File: src/iq_macros.svh
`ifndef IQ_MACROS_SVH
`define IQ_MACROS_SVH

`define IQ_ENTRIES 8
`define IQ_CNT_W   4   // Holds 0 to IQ_ENTRIES

`define PREG_COUNT 32
`define TAG_W      5
`define DATA_W     16

// Tags below this hold their own index out of reset and start ready
`define PREG_RDY   8

`endif

File: src/iq_pkg.sv
`include "iq_macros.svh"

package iq_pkg;

  typedef enum logic [1:0] {
    ADD,
    SUB,
    XOR,
    ADDI
  } alu_op_e;

  // Second operand field, register tag or 8-bit immediate
  typedef union packed {
    struct packed {
      logic [7-`TAG_W:0] pad;
      logic [`TAG_W-1:0] tag;
    } r;
    logic [7:0] imm;    // ADDI only
  } src2_u;

  typedef struct packed {
    alu_op_e           op;
    logic [`TAG_W-1:0] dest;
    logic [`TAG_W-1:0] src1;
    src2_u             src2;
  } uop_t;

  typedef struct packed {
    uop_t uop;
    logic rdy1;
    logic rdy2;
  } iq_entry_t;

  // Tag match against either writeback lane
  function automatic logic wake_hit(input logic [`TAG_W-1:0] tag,
                                    input logic              v0,
                                    input logic [`TAG_W-1:0] t0,
                                    input logic              v1,
                                    input logic [`TAG_W-1:0] t1);
    return (v0 && t0 == tag) || (v1 && t1 == tag);
  endfunction

endpackage

File: src/iq_interfaces.sv
`timescale 1ns/100ps

`include "iq_macros.svh"

// Dispatch to queue, two write lanes plus the free count back
interface alloc_if import iq_pkg::*; ();
  logic                 we0;
  logic                 we1;
  iq_entry_t            entry0;
  iq_entry_t            entry1;
  logic [`IQ_CNT_W-1:0] free;

  modport src (output we0, we1, entry0, entry1, input free);
  modport dst (input we0, we1, entry0, entry1, output free);
endinterface

// Registered issue slots, queue to execute
interface issue_if import iq_pkg::*; ();
  logic v0;
  logic v1;
  uop_t uop0;
  uop_t uop1;

  modport src (output v0, v1, uop0, uop1);
  modport dst (input v0, v1, uop0, uop1);
endinterface

interface wakeup_if ();
  logic              wb_v0;
  logic [`TAG_W-1:0] wb_tag0;
  logic              wb_v1;
  logic [`TAG_W-1:0] wb_tag1;

  modport drv   (output wb_v0, wb_tag0, wb_v1, wb_tag1);
  modport snoop (input wb_v0, wb_tag0, wb_v1, wb_tag1);
endinterface

File: src/dispatch_stage.sv
`timescale 1ns/100ps

`include "iq_macros.svh"

module dispatch_stage import iq_pkg::*; (
  input  logic    clk,
  input  logic    rst_n,
  input  logic    flush,
  input  logic    disp_valid0,
  input  uop_t    disp_uop0,
  input  logic    disp_valid1,
  input  uop_t    disp_uop1,
  alloc_if.src    alloc,
  wakeup_if.snoop wake
);

  localparam logic [`PREG_COUNT-1:0] SB_INIT = `PREG_COUNT'({`PREG_RDY{1'b1}});

  logic [`PREG_COUNT-1:0] sb;      // One ready bit per physical register
  logic [`PREG_COUNT-1:0] sb_nxt;
  logic                   acc0;
  logic                   acc1;

  // Scoreboard or a writeback in this very cycle
  function automatic logic src_ready(input logic [`TAG_W-1:0] tag);
    return sb[tag] || wake_hit(tag, wake.wb_v0, wake.wb_tag0, wake.wb_v1, wake.wb_tag1);
  endfunction

  function automatic iq_entry_t mark(input uop_t u);
    iq_entry_t e;
    e.uop  = u;
    e.rdy1 = src_ready(u.src1);
    e.rdy2 = (u.op == ADDI) || src_ready(u.src2.r.tag);
    return e;
  endfunction

  // Lanes fill free slots in order
  assign acc0 = disp_valid0 && !flush && (alloc.free >= 1);
  assign acc1 = disp_valid1 && !flush &&
                ((alloc.free >= 2) || (alloc.free == 1 && !disp_valid0));

  assign alloc.we0    = acc0;
  assign alloc.we1    = acc1;
  assign alloc.entry0 = mark(disp_uop0);
  assign alloc.entry1 = mark(disp_uop1);

  always_comb begin
    sb_nxt = sb;
    if (wake.wb_v0)
      sb_nxt[wake.wb_tag0] = 1'b1;
    if (wake.wb_v1)
      sb_nxt[wake.wb_tag1] = 1'b1;
    if (acc0)
      sb_nxt[disp_uop0.dest] = 1'b0;   // Pending until its writeback
    if (acc1)
      sb_nxt[disp_uop1.dest] = 1'b0;
  end

  always_ff @(posedge clk or negedge rst_n) begin
    if (!rst_n)
      sb <= SB_INIT;
    else
      sb <= sb_nxt;
  end

  // Source must respect free, a dropped lane is lost for good
  a_no_drop: assert property (@(posedge clk) disable iff (!rst_n || flush)
    (disp_valid0 |-> acc0) and (disp_valid1 |-> acc1));

  a_dest_unique: assert property (@(posedge clk) disable iff (!rst_n)
    (acc0 && acc1) |-> (disp_uop0.dest != disp_uop1.dest));

endmodule

File: src/exec_unit.sv
`timescale 1ns/100ps

`include "iq_macros.svh"

module exec_unit import iq_pkg::*; (
  input  logic               clk,
  input  logic               rst_n,
  issue_if.dst               iss,
  wakeup_if.drv              wake,
  output logic               wb_valid0,
  output logic               wb_valid1,
  output logic [`TAG_W-1:0]  wb_tag0,
  output logic [`TAG_W-1:0]  wb_tag1,
  output logic [`DATA_W-1:0] wb_value0,
  output logic [`DATA_W-1:0] wb_value1
);

  logic [`DATA_W-1:0]     rf    [`PREG_COUNT];
  logic [`DATA_W-1:0]     rf_wd [`PREG_COUNT];
  logic [`PREG_COUNT-1:0] rf_we;

  function automatic logic [`DATA_W-1:0] alu(input uop_t u);
    logic [`DATA_W-1:0] a;
    logic [`DATA_W-1:0] b;
    a = rf[u.src1];
    b = (u.op == ADDI) ? `DATA_W'(u.src2.imm) : rf[u.src2.r.tag];  // Zero-extended
    case (u.op)
      SUB:     return a - b;
      XOR:     return a ^ b;
      default: return a + b;   // ADD and ADDI
    endcase
  endfunction

  always_ff @(posedge clk or negedge rst_n) begin
    if (!rst_n) begin
      wb_valid0 <= 1'b0;
      wb_valid1 <= 1'b0;
    end else begin
      wb_valid0 <= iss.v0;
      wb_valid1 <= iss.v1;
    end
  end

  always_ff @(posedge clk) begin
    wb_tag0   <= iss.uop0.dest;
    wb_tag1   <= iss.uop1.dest;
    wb_value0 <= alu(iss.uop0);
    wb_value1 <= alu(iss.uop1);
  end

  assign wake.wb_v0   = wb_valid0;
  assign wake.wb_tag0 = wb_tag0;
  assign wake.wb_v1   = wb_valid1;
  assign wake.wb_tag1 = wb_tag1;

  always_comb begin
    for (int g = 0; g < `PREG_COUNT; g++) begin
      rf_we[g] = (wb_valid0 && wb_tag0 == `TAG_W'(g)) ||
                 (wb_valid1 && wb_tag1 == `TAG_W'(g));
      rf_wd[g] = (wb_valid0 && wb_tag0 == `TAG_W'(g)) ? wb_value0 : wb_value1;
    end
  end

  // Low registers come up holding their index
  always_ff @(posedge clk or negedge rst_n) begin
    if (!rst_n) begin
      for (int g = 0; g < `PREG_RDY; g++)
        rf[g] <= `DATA_W'(g);
    end else begin
      for (int g = 0; g < `PREG_COUNT; g++) begin
        if (rf_we[g])
          rf[g] <= rf_wd[g];
      end
    end
  end

  a_wb_tags_differ: assert property (@(posedge clk) disable iff (!rst_n)
    (wb_valid0 && wb_valid1) |-> (wb_tag0 != wb_tag1));

endmodule

File: src/issue_queue.sv
`timescale 1ns/100ps

`include "iq_macros.svh"

module issue_queue import iq_pkg::*; (
  input  logic                 clk,
  input  logic                 rst_n,
  input  logic                 flush,
  alloc_if.dst                 alloc,
  issue_if.src                 iss,
  wakeup_if.snoop              wake,
  output logic [`IQ_CNT_W-1:0] count,
  output logic [`IQ_CNT_W-1:0] free
);

  localparam int IDX_W = $clog2(`IQ_ENTRIES);

  iq_entry_t              slot [`IQ_ENTRIES];
  logic [`IQ_ENTRIES-1:0] valid;
  logic [`IQ_ENTRIES-1:0] ready;
  logic [`IQ_ENTRIES-1:0] alloc_mask;
  logic [`IQ_ENTRIES-1:0] sel_mask;
  logic [IDX_W-1:0]       fr0;
  logic [IDX_W-1:0]       fr1;
  logic                   fr0_ok;
  logic                   fr1_ok;
  logic [IDX_W-1:0]       a1_idx;
  logic                   a1_ok;
  logic [IDX_W-1:0]       sel0;
  logic [IDX_W-1:0]       sel1;
  logic                   sel0_ok;
  logic                   sel1_ok;

  // Lowest and second lowest set bit, packed as {ok1, idx1, ok0, idx0}
  function automatic logic [2*IDX_W+1:0] pick_two(input logic [`IQ_ENTRIES-1:0] m);
    logic [IDX_W-1:0] p0;
    logic [IDX_W-1:0] p1;
    logic             f0;
    logic             f1;
    p0 = '0;
    p1 = '0;
    f0 = 1'b0;
    f1 = 1'b0;
    for (int i = 0; i < `IQ_ENTRIES; i++) begin
      if (m[i] && !f0) begin
        p0 = IDX_W'(i);
        f0 = 1'b1;
      end else if (m[i] && !f1) begin
        p1 = IDX_W'(i);
        f1 = 1'b1;
      end
    end
    return {f1, p1, f0, p0};
  endfunction

  always_comb begin
    for (int i = 0; i < `IQ_ENTRIES; i++)
      ready[i] = valid[i] && slot[i].rdy1 && slot[i].rdy2;
  end

  assign {fr1_ok, fr1, fr0_ok, fr0}     = pick_two(~valid);
  assign {sel1_ok, sel1, sel0_ok, sel0} = pick_two(ready);

  // Lane 1 takes the first free slot when lane 0 is idle
  assign a1_idx = alloc.we0 ? fr1 : fr0;
  assign a1_ok  = alloc.we1 && (alloc.we0 ? fr1_ok : fr0_ok);

  always_comb begin
    alloc_mask = '0;
    sel_mask   = '0;
    if (alloc.we0 && fr0_ok)
      alloc_mask[fr0] = 1'b1;
    if (a1_ok)
      alloc_mask[a1_idx] = 1'b1;
    if (sel0_ok)
      sel_mask[sel0] = 1'b1;
    if (sel1_ok)
      sel_mask[sel1] = 1'b1;
  end

  always_ff @(posedge clk or negedge rst_n) begin
    if (!rst_n)
      valid <= '0;
    else if (flush)
      valid <= '0;
    else
      valid <= (valid & ~sel_mask) | alloc_mask;
  end

  always_ff @(posedge clk) begin
    for (int i = 0; i < `IQ_ENTRIES; i++) begin
      if (alloc.we0 && fr0_ok && fr0 == IDX_W'(i)) begin
        slot[i] <= alloc.entry0;
      end else if (a1_ok && a1_idx == IDX_W'(i)) begin
        slot[i] <= alloc.entry1;
      end else begin
        if (wake_hit(slot[i].uop.src1, wake.wb_v0, wake.wb_tag0, wake.wb_v1, wake.wb_tag1))
          slot[i].rdy1 <= 1'b1;
        if (wake_hit(slot[i].uop.src2.r.tag, wake.wb_v0, wake.wb_tag0,
                     wake.wb_v1, wake.wb_tag1))
          slot[i].rdy2 <= 1'b1;   // Harmless for ADDI, already set
      end
    end
  end

  // Picks made during a flush are dropped with the rest
  always_ff @(posedge clk or negedge rst_n) begin
    if (!rst_n) begin
      iss.v0 <= 1'b0;
      iss.v1 <= 1'b0;
    end else begin
      iss.v0 <= sel0_ok && !flush;
      iss.v1 <= sel1_ok && !flush;
    end
  end

  always_ff @(posedge clk) begin
    iss.uop0 <= slot[sel0].uop;
    iss.uop1 <= slot[sel1].uop;
  end

  always_comb begin
    count = '0;
    free  = '0;
    for (int i = 0; i < `IQ_ENTRIES; i++) begin
      count = count + `IQ_CNT_W'(valid[i]);
      free  = free + `IQ_CNT_W'(!valid[i]);
    end
  end

  assign alloc.free = free;

  // Every lane that dispatch accepts finds a free slot
  a_alloc_fits: assert property (@(posedge clk) disable iff (!rst_n)
    (alloc.we0 |-> fr0_ok) and (alloc.we1 |-> a1_ok));

endmodule

File: src/ooo_issue_top.sv
`timescale 1ns/100ps

`include "iq_macros.svh"

module ooo_issue_top import iq_pkg::*; (
  input  logic                 clk,
  input  logic                 rst_n,
  input  logic                 flush,
  input  logic                 disp_valid0,
  input  uop_t                 disp_uop0,
  input  logic                 disp_valid1,
  input  uop_t                 disp_uop1,
  output logic [`IQ_CNT_W-1:0] count,
  output logic [`IQ_CNT_W-1:0] free,
  output logic                 wb_valid0,
  output logic [`TAG_W-1:0]    wb_tag0,
  output logic [`DATA_W-1:0]   wb_value0,
  output logic                 wb_valid1,
  output logic [`TAG_W-1:0]    wb_tag1,
  output logic [`DATA_W-1:0]   wb_value1
);

  alloc_if  i_alloc ();
  issue_if  i_issue ();
  wakeup_if i_wake ();

  dispatch_stage i_dispatch (
    .clk         (clk),
    .rst_n       (rst_n),
    .flush       (flush),
    .disp_valid0 (disp_valid0),
    .disp_uop0   (disp_uop0),
    .disp_valid1 (disp_valid1),
    .disp_uop1   (disp_uop1),
    .alloc       (i_alloc.src),
    .wake        (i_wake.snoop)
  );

  issue_queue i_queue (
    .clk   (clk),
    .rst_n (rst_n),
    .flush (flush),
    .alloc (i_alloc.dst),
    .iss   (i_issue.src),
    .wake  (i_wake.snoop),
    .count (count),
    .free  (free)
  );

  exec_unit i_exec (
    .clk       (clk),
    .rst_n     (rst_n),
    .iss       (i_issue.dst),
    .wake      (i_wake.drv),
    .wb_valid0 (wb_valid0),
    .wb_valid1 (wb_valid1),
    .wb_tag0   (wb_tag0),
    .wb_tag1   (wb_tag1),
    .wb_value0 (wb_value0),
    .wb_value1 (wb_value1)
  );

endmodule

File: config.mk
export PLATFORM = sky130hd
export DESIGN_NAME = ooo_issue_top
export DESIGN_NICKNAME = d
export VERILOG_FILES = /design/src/iq_pkg.sv /design/src/iq_interfaces.sv /design/src/dispatch_stage.sv /design/src/exec_unit.sv /design/src/issue_queue.sv /design/src/ooo_issue_top.sv
export VERILOG_INCLUDE_DIRS = /design/src /design/src/src
export SDC_FILE = /design/constraint.sdc
export NUM_CORES = 2
export LEC_CHECK = 0
export BUFFER_PORTS_ARGS = -buffer_cell sky130_fd_sc_hd__clkbuf_2
export CORE_UTILIZATION = 40
export DETAILED_ROUTE_END_ITERATION = 10
export GPL_TIMING_DRIVEN = 1
export PLACE_DENSITY = 0.66
export SLEW_MARGIN = 20
export SYNTH_ARGS = -nofsm -noshare
export SYNTH_HDL_FRONTEND = slang
export SYNTH_SLANG_ARGS = --single-unit
File: constraint.sdc
create_clock -name clk -period 5.5 [get_ports clk]
set_clock_uncertainty 0.05 [all_clocks]
set_input_delay 1.1 -clock clk [delete_from_list [all_inputs] [get_ports clk]]
set_output_delay 1.1 -clock clk [all_outputs]
set_load 0.02 [all_outputs]
==> metrics.txt <==
# TYPE chip_impl_metric gauge
chip_impl_metric{name="mean_instance_size_in_the_synthesized_netlist",unit="µm²"} 12.4
chip_impl_metric{name="postPlaceCellArea",unit="mm²"} 0.0636
chip_impl_metric{name="synth_fp_nets",unit=""} 4893
chip_impl_metric{name="maxCapViolCount",unit=""} 0
chip_impl_info{name="cts_root_buf",value="clkbuf_16"} 1
chip_impl_metric{name="final.fill_count",unit=""} 13200
chip_impl_metric{name="area_growth_syn_to_layout",unit="%"} 12.3
chip_impl_metric{name="multi_input_area",unit="mm²"} 0.0350
chip_impl_metric{name="gp_congestion",unit=""} 1.00
chip_impl_metric{name="max_freq",unit="MHz"} 189
chip_impl_metric{name="post-route-cell-area",unit="mm²"} 0.0670
chip_impl_info{name="path_class",value="flip-flop to flip-flop"} 1
chip_impl_info{name="tritoncts",value="built"} 1
chip_impl_metric{name="grt_pass1_wl",unit="µm"} 341000
chip_impl_metric{name="clock_insertion_delay_worst_skew",unit="ns"} 0.75
chip_impl_metric{name="worst_setup_hold_path_clk_slew",unit="ns"} 0.06
chip_impl_metric{name="pin_count_of_the_biggest_net_entering_global_routing",unit=""} 97
chip_impl_metric{name="setup_total_negative_slack",unit="ns"} 0
chip_impl_metric{name="drive_gt1_share",unit="%"} 36.8
chip_impl_metric{name="cts-htree-levels",unit=""} 3
chip_impl_metric{name="layout.area.seq",unit="mm²"} 0.0228
chip_impl_metric{name="grt_pass1_vias",unit=""} 45500
chip_impl_info{name="run_status",value="finished, final reports clean"} 1
chip_impl_info{name="worstHoldStart",value="i_queue.iss.uop0[14]$_DFF_P_"} 1
chip_impl_metric{name="p_int",unit="mW"} 17.2
chip_impl_info{name="yosysTopAreaCell",value="edfxtp_1"} 1
chip_impl_metric{name="power_per_cell_area",unit="mW/mm²"} 411
chip_impl_metric{name="vias_per_cell",unit=""} 6.88
chip_impl_metric{name="row_cnt",unit=""} 141
chip_impl_metric{name="design.final.nets",unit=""} 4915
chip_impl_metric{name="clock_sink_count",unit=""} 814
chip_impl_metric{name="number_of_antenna_violations_at_the_first_check_in_global_routing",unit=""} 9
chip_impl_metric{name="core",unit="mm²"} 0.148
chip_impl_metric{name="worst_slew_pin_slew",unit="ns"} 1.24
chip_impl_metric{name="power.switching",unit="mW"} 10.3
chip_impl_metric{name="drt_pre_antenna_iters",unit=""} 8
chip_impl_metric{name="number_of_synthesized_flops_with_an_enable_pin",unit=""} 560
chip_impl_metric{name="cts_made_buffers",unit=""} 97
chip_impl_metric{name="dr_total_vias",unit=""} 47100
chip_impl_metric{name="rrSetupSlack",unit="ns"} 0.21
chip_impl_metric{name="cp_data_required_time",unit="ns"} 6.06
chip_impl_metric{name="yosysSeqAreaShare",unit="%"} 38.2
chip_impl_metric{name="remaining_drc_errors",unit=""} 0
chip_impl_metric{name="die_area",unit="mm²"} 0.151
chip_impl_metric{name="hold-path-cell-count",unit=""} 0
chip_impl_metric{name="initial_core_util",unit="%"} 40.4
chip_impl_info{name="start_kind",value="flip-flop"} 1
chip_impl_metric{name="final_hold_viol_count",unit=""} 0
chip_impl_info{name="cells_taking_the_most_area_after_synthesis",value="edfxtp_1 28%, mux4_2 22%, mux2_2 10%"} 1
chip_impl_metric{name="chipHeight",unit="µm"} 388
chip_impl_metric{name="arrival_time_at_the_worst_endpoint",unit="ns"} 5.85
chip_impl_metric{name="share_seq_of_total_power",unit="%"} 32.2
chip_impl_metric{name="cp_max_fo",unit=""} 6
chip_impl_metric{name="setup_viol",unit=""} 0
chip_impl_metric{name="initialDrtViolationCount",unit=""} 6997
chip_impl_metric{name="place_hpwl",unit="µm"} 157000
chip_impl_metric{name="totalPowerFinal",unit="mW"} 27.5
chip_impl_metric{name="async_reset_ff_share",unit="%"} 21.1
chip_impl_metric{name="clockBufferDepth",unit=""} 3
chip_impl_metric{name="synth-seq-cells",unit=""} 814
chip_impl_metric{name="drv_slew",unit=""} 0
chip_impl_metric{name="max-vdd-ir-drop",unit="V"} 0.000290
chip_impl_metric{name="grtUsageTotal",unit="%"} 31.6
chip_impl_metric{name="ios",unit=""} 97
chip_impl_metric{name="min_period",unit="ns"} 5.29
chip_impl_metric{name="total_leakage_power",unit="nW"} 24.2
chip_impl_metric{name="die_w",unit="µm"} 388
chip_impl_metric{name="comb_power_share",unit="%"} 43.2
chip_impl_metric{name="post-route-period-util",unit="%"} 96.1
chip_impl_metric{name="detail-route-antenna-nets",unit=""} 0
chip_impl_info{name="synth-main-ff-cell",value="edfxtp_1"} 1
chip_impl_metric{name="slew-limit-headroom",unit="%"} 17.5
chip_impl_metric{name="ctsHoldBuffers",unit=""} 0
chip_impl_metric{name="io_buffer_count",unit=""} 96
chip_impl_metric{name="syn_inst",unit=""} 4797
chip_impl_info{name="hold_class",value="flip-flop to flip-flop"} 1
chip_impl_metric{name="grt-ovfl-total",unit=""} 0
chip_impl_info{name="timing.rr.start",value="i_queue.iss.uop0[0]$_DFF_P_"} 1
chip_impl_metric{name="ff2ff_path_depth",unit=""} 21
chip_impl_info{name="hold_end",value="i_exec.wake.wb_tag0[1]$_DFF_P_"} 1
chip_impl_metric{name="finalWirelength",unit="µm"} 243000
chip_impl_metric{name="clock_power_share",unit="%"} 24.6
chip_impl_metric{name="synth_warn",unit=""} 0
chip_impl_metric{name="syn_area",unit="mm²"} 0.0597
chip_impl_metric{name="post_synth_num_cell_types",unit=""} 91
chip_impl_metric{name="switching_share",unit="%"} 37.3
chip_impl_info{name="worst_r2r_endpoint",value="i_exec.wb_value0[14]$_DFF_P_"} 1
chip_impl_info{name="crit_path_end_kind",value="flip-flop"} 1
chip_impl_info{name="setup_repair_after_global_routing_missed_its_margin",value="false"} 1
chip_impl_metric{name="synth_top_cell_area_share",unit="%"} 28.2
chip_impl_metric{name="post_drt_wl_per_cell",unit="µm"} 35.5
-- sequential cells by signal (all words and copies together) (netlist names) --
name and flops:
i_exec.rf 512, i_queue.iss.v0 1, i_queue.slot 176, i_exec.wake.wb_tag1 5, i_queue.iss.uop0 20, i_exec.wake.wb_v0 1, i_queue.valid 8, i_dispatch.sb 32
i_queue.iss.v1 1, i_exec.wake.wb_tag0 5, i_exec.wb_value1 16, i_exec.wb_value0 16, i_queue.iss.uop1 20, i_exec.wake.wb_v1 1
-- layout by cell type (no fill, tap or decap), types with 152 or more instances in the layout --
master / n
edfxtp_1: 560
mux4_2: 589
mux2i_1: 266
o21ai_0: 211
xor2_1: 185
nand2_1: 448
a21oi_1: 179
mux2_2: 541
dfrtp_1: 152
buf_4: 281
-- power groups by stage --
| stage | sequential, mW | clock, mW | combinational [mW] |
|---|---|---|---|
| 4_1_cts | 8.81 | 6.81 | 11.6 |
| 3_3_place_gp | 8.89 | 0 | 11.4 |
| 6_report | 8.86 | 6.76 | 11.9 |
| 2_1_floorplan | 8.52 | 0 | 8.26 |
| 3_5_place_dp | 8.92 | 0 | 11.6 |
| 5_1_grt | 8.93 | 7.03 | 12.6 |
-- per-layer routing --
metal | up-vias | wire length (µm) | GRT usage [%]
met5 | - | 168 | 0.351
met4 | 8 | 18700 | 20.6
met3 | 894 | 31300 | 9.93
met2 | 3684 | 108000 | 48.5
met1 | 23600 | 84400 | 38.2
li1 | 18900 | - | -
-- Yosys cell counts (20+ instances only) --
cell	count
dfxtp_1	82
xnor2_1	92
xor2_1	185
a31oi_1	32
and3_1	38
nand3_1	52
mux2i_1	266
dfstp_2	20
nand2_1	454
nor3_1	34
nand4b_1	20
mux4_2	589
a221oi_1	43
mux2_1	33
or4_1	20
and2_1	32
nor2b_1	35
edfxtp_1	560
o21ai_0	213
nor4_1	43
dfrtp_1	152
buf_2	37
a222oi_1	23
mux2_2	541
a21oi_1	181
buf_1	48
a22oi_1	66
inv_1	67
o211ai_1	27
ha_1	40
clkbuf_1	379
nor2_1	138
-- stage by stage --
| stage | hold WS [ns] | std cells | utilization (%) | setup slack (ns) |
|---|---|---|---|---|
| final | 0.273 | 6838 | 45.4 | 0.212 |
| after global routing | 0.276 | 6837 | 45.4 | 0.00353 |
| after CTS | 0.269 | 6826 | 45.2 | 0.0654 |
| after detailed placement | 0.263 | 6644 | 43.0 | 0.0774 |
| after global placement | 0.261 | 6644 | 43.0 | 0.0757 |
| after floorplan | 0.260 | 4797 | - | 0.110 |
-- final cells by class --
| type | instances | share of cell area, % |
|---|---|---|
| antenna | 6 | 0.0224 |
| timing repair buffer | 409 | 4.84 |
| clock buffer | 134 | 4.03 |
| sequential | 814 | 34.1 |
| multi-input combinational | 3429 | 52.2 |
| clock inverter | 48 | 0.870 |
| tap | 1930 | 3.60 |
| inverter | 68 | 0.381 |
-- worst max-delay path: stages, from the launching register on --
cell,delay [ns]
dfxtp_4,0.41
buf_12,0.15
buf_4,0.18
mux4_2,0.52
mux4_2,0.54
o21ai_1,0.15
o31a_1,0.18
ha_1,0.23
nor2_1,0.10
a31oi_1,0.08
fa_1,0.47
nor2b_1,0.12
o21ai_0,0.11
buf_4,0.16
a21oi_1,0.27
o21ai_0,0.17
a21boi_0,0.33
o2111ai_1,0.20
a31oi_1,0.23
a31oi_1,0.14
xor2_1,0.24
mux2i_1,0.11
-- worst max-delay path by stage --
stage                                               to                        start
final                     i_exec.wb_value0[14]$_DFF_P_  i_queue.iss.uop0[0]$_DFF_P_
after global routing      i_exec.wb_value0[14]$_DFF_P_  i_queue.iss.uop0[0]$_DFF_P_
after CTS                 i_exec.wb_value0[15]$_DFF_P_  i_queue.iss.uop0[0]$_DFF_P_
after detailed placement  i_exec.wb_value0[15]$_DFF_P_  i_queue.iss.uop0[0]$_DFF_P_
after global placement    i_exec.wb_value1[15]$_DFF_P_  i_queue.iss.uop1[0]$_DFF_P_
after floorplan           i_queue.slot[7][0]$_DFFE_PP_   i_queue.valid[0]$_DFF_PN0_
-- cells by family (layout without fill, tap and decap cells) --
kind of cell	count (synthesis)	in the layout	synth area share, %
AO/OA/AOI/OAI	719	719	7.65
XOR/XNOR	277	277	4.06
adder cells (fa/ha/maj)	54	54	1.26
buffers and inverters	554	659	3.75
flip-flops	814	814	38.2
multiplexers	1430	1430	37.6
other	0	6	0
AND/OR/NAND/NOR	949	949	7.56
-- what timing repair did --
action,in CTS,in global routing
buffers inserted,0,5
gates resized for setup,0,16
setup endpoints to repair,0,127
Note: power is estimated with default switching activity, not from simulation.
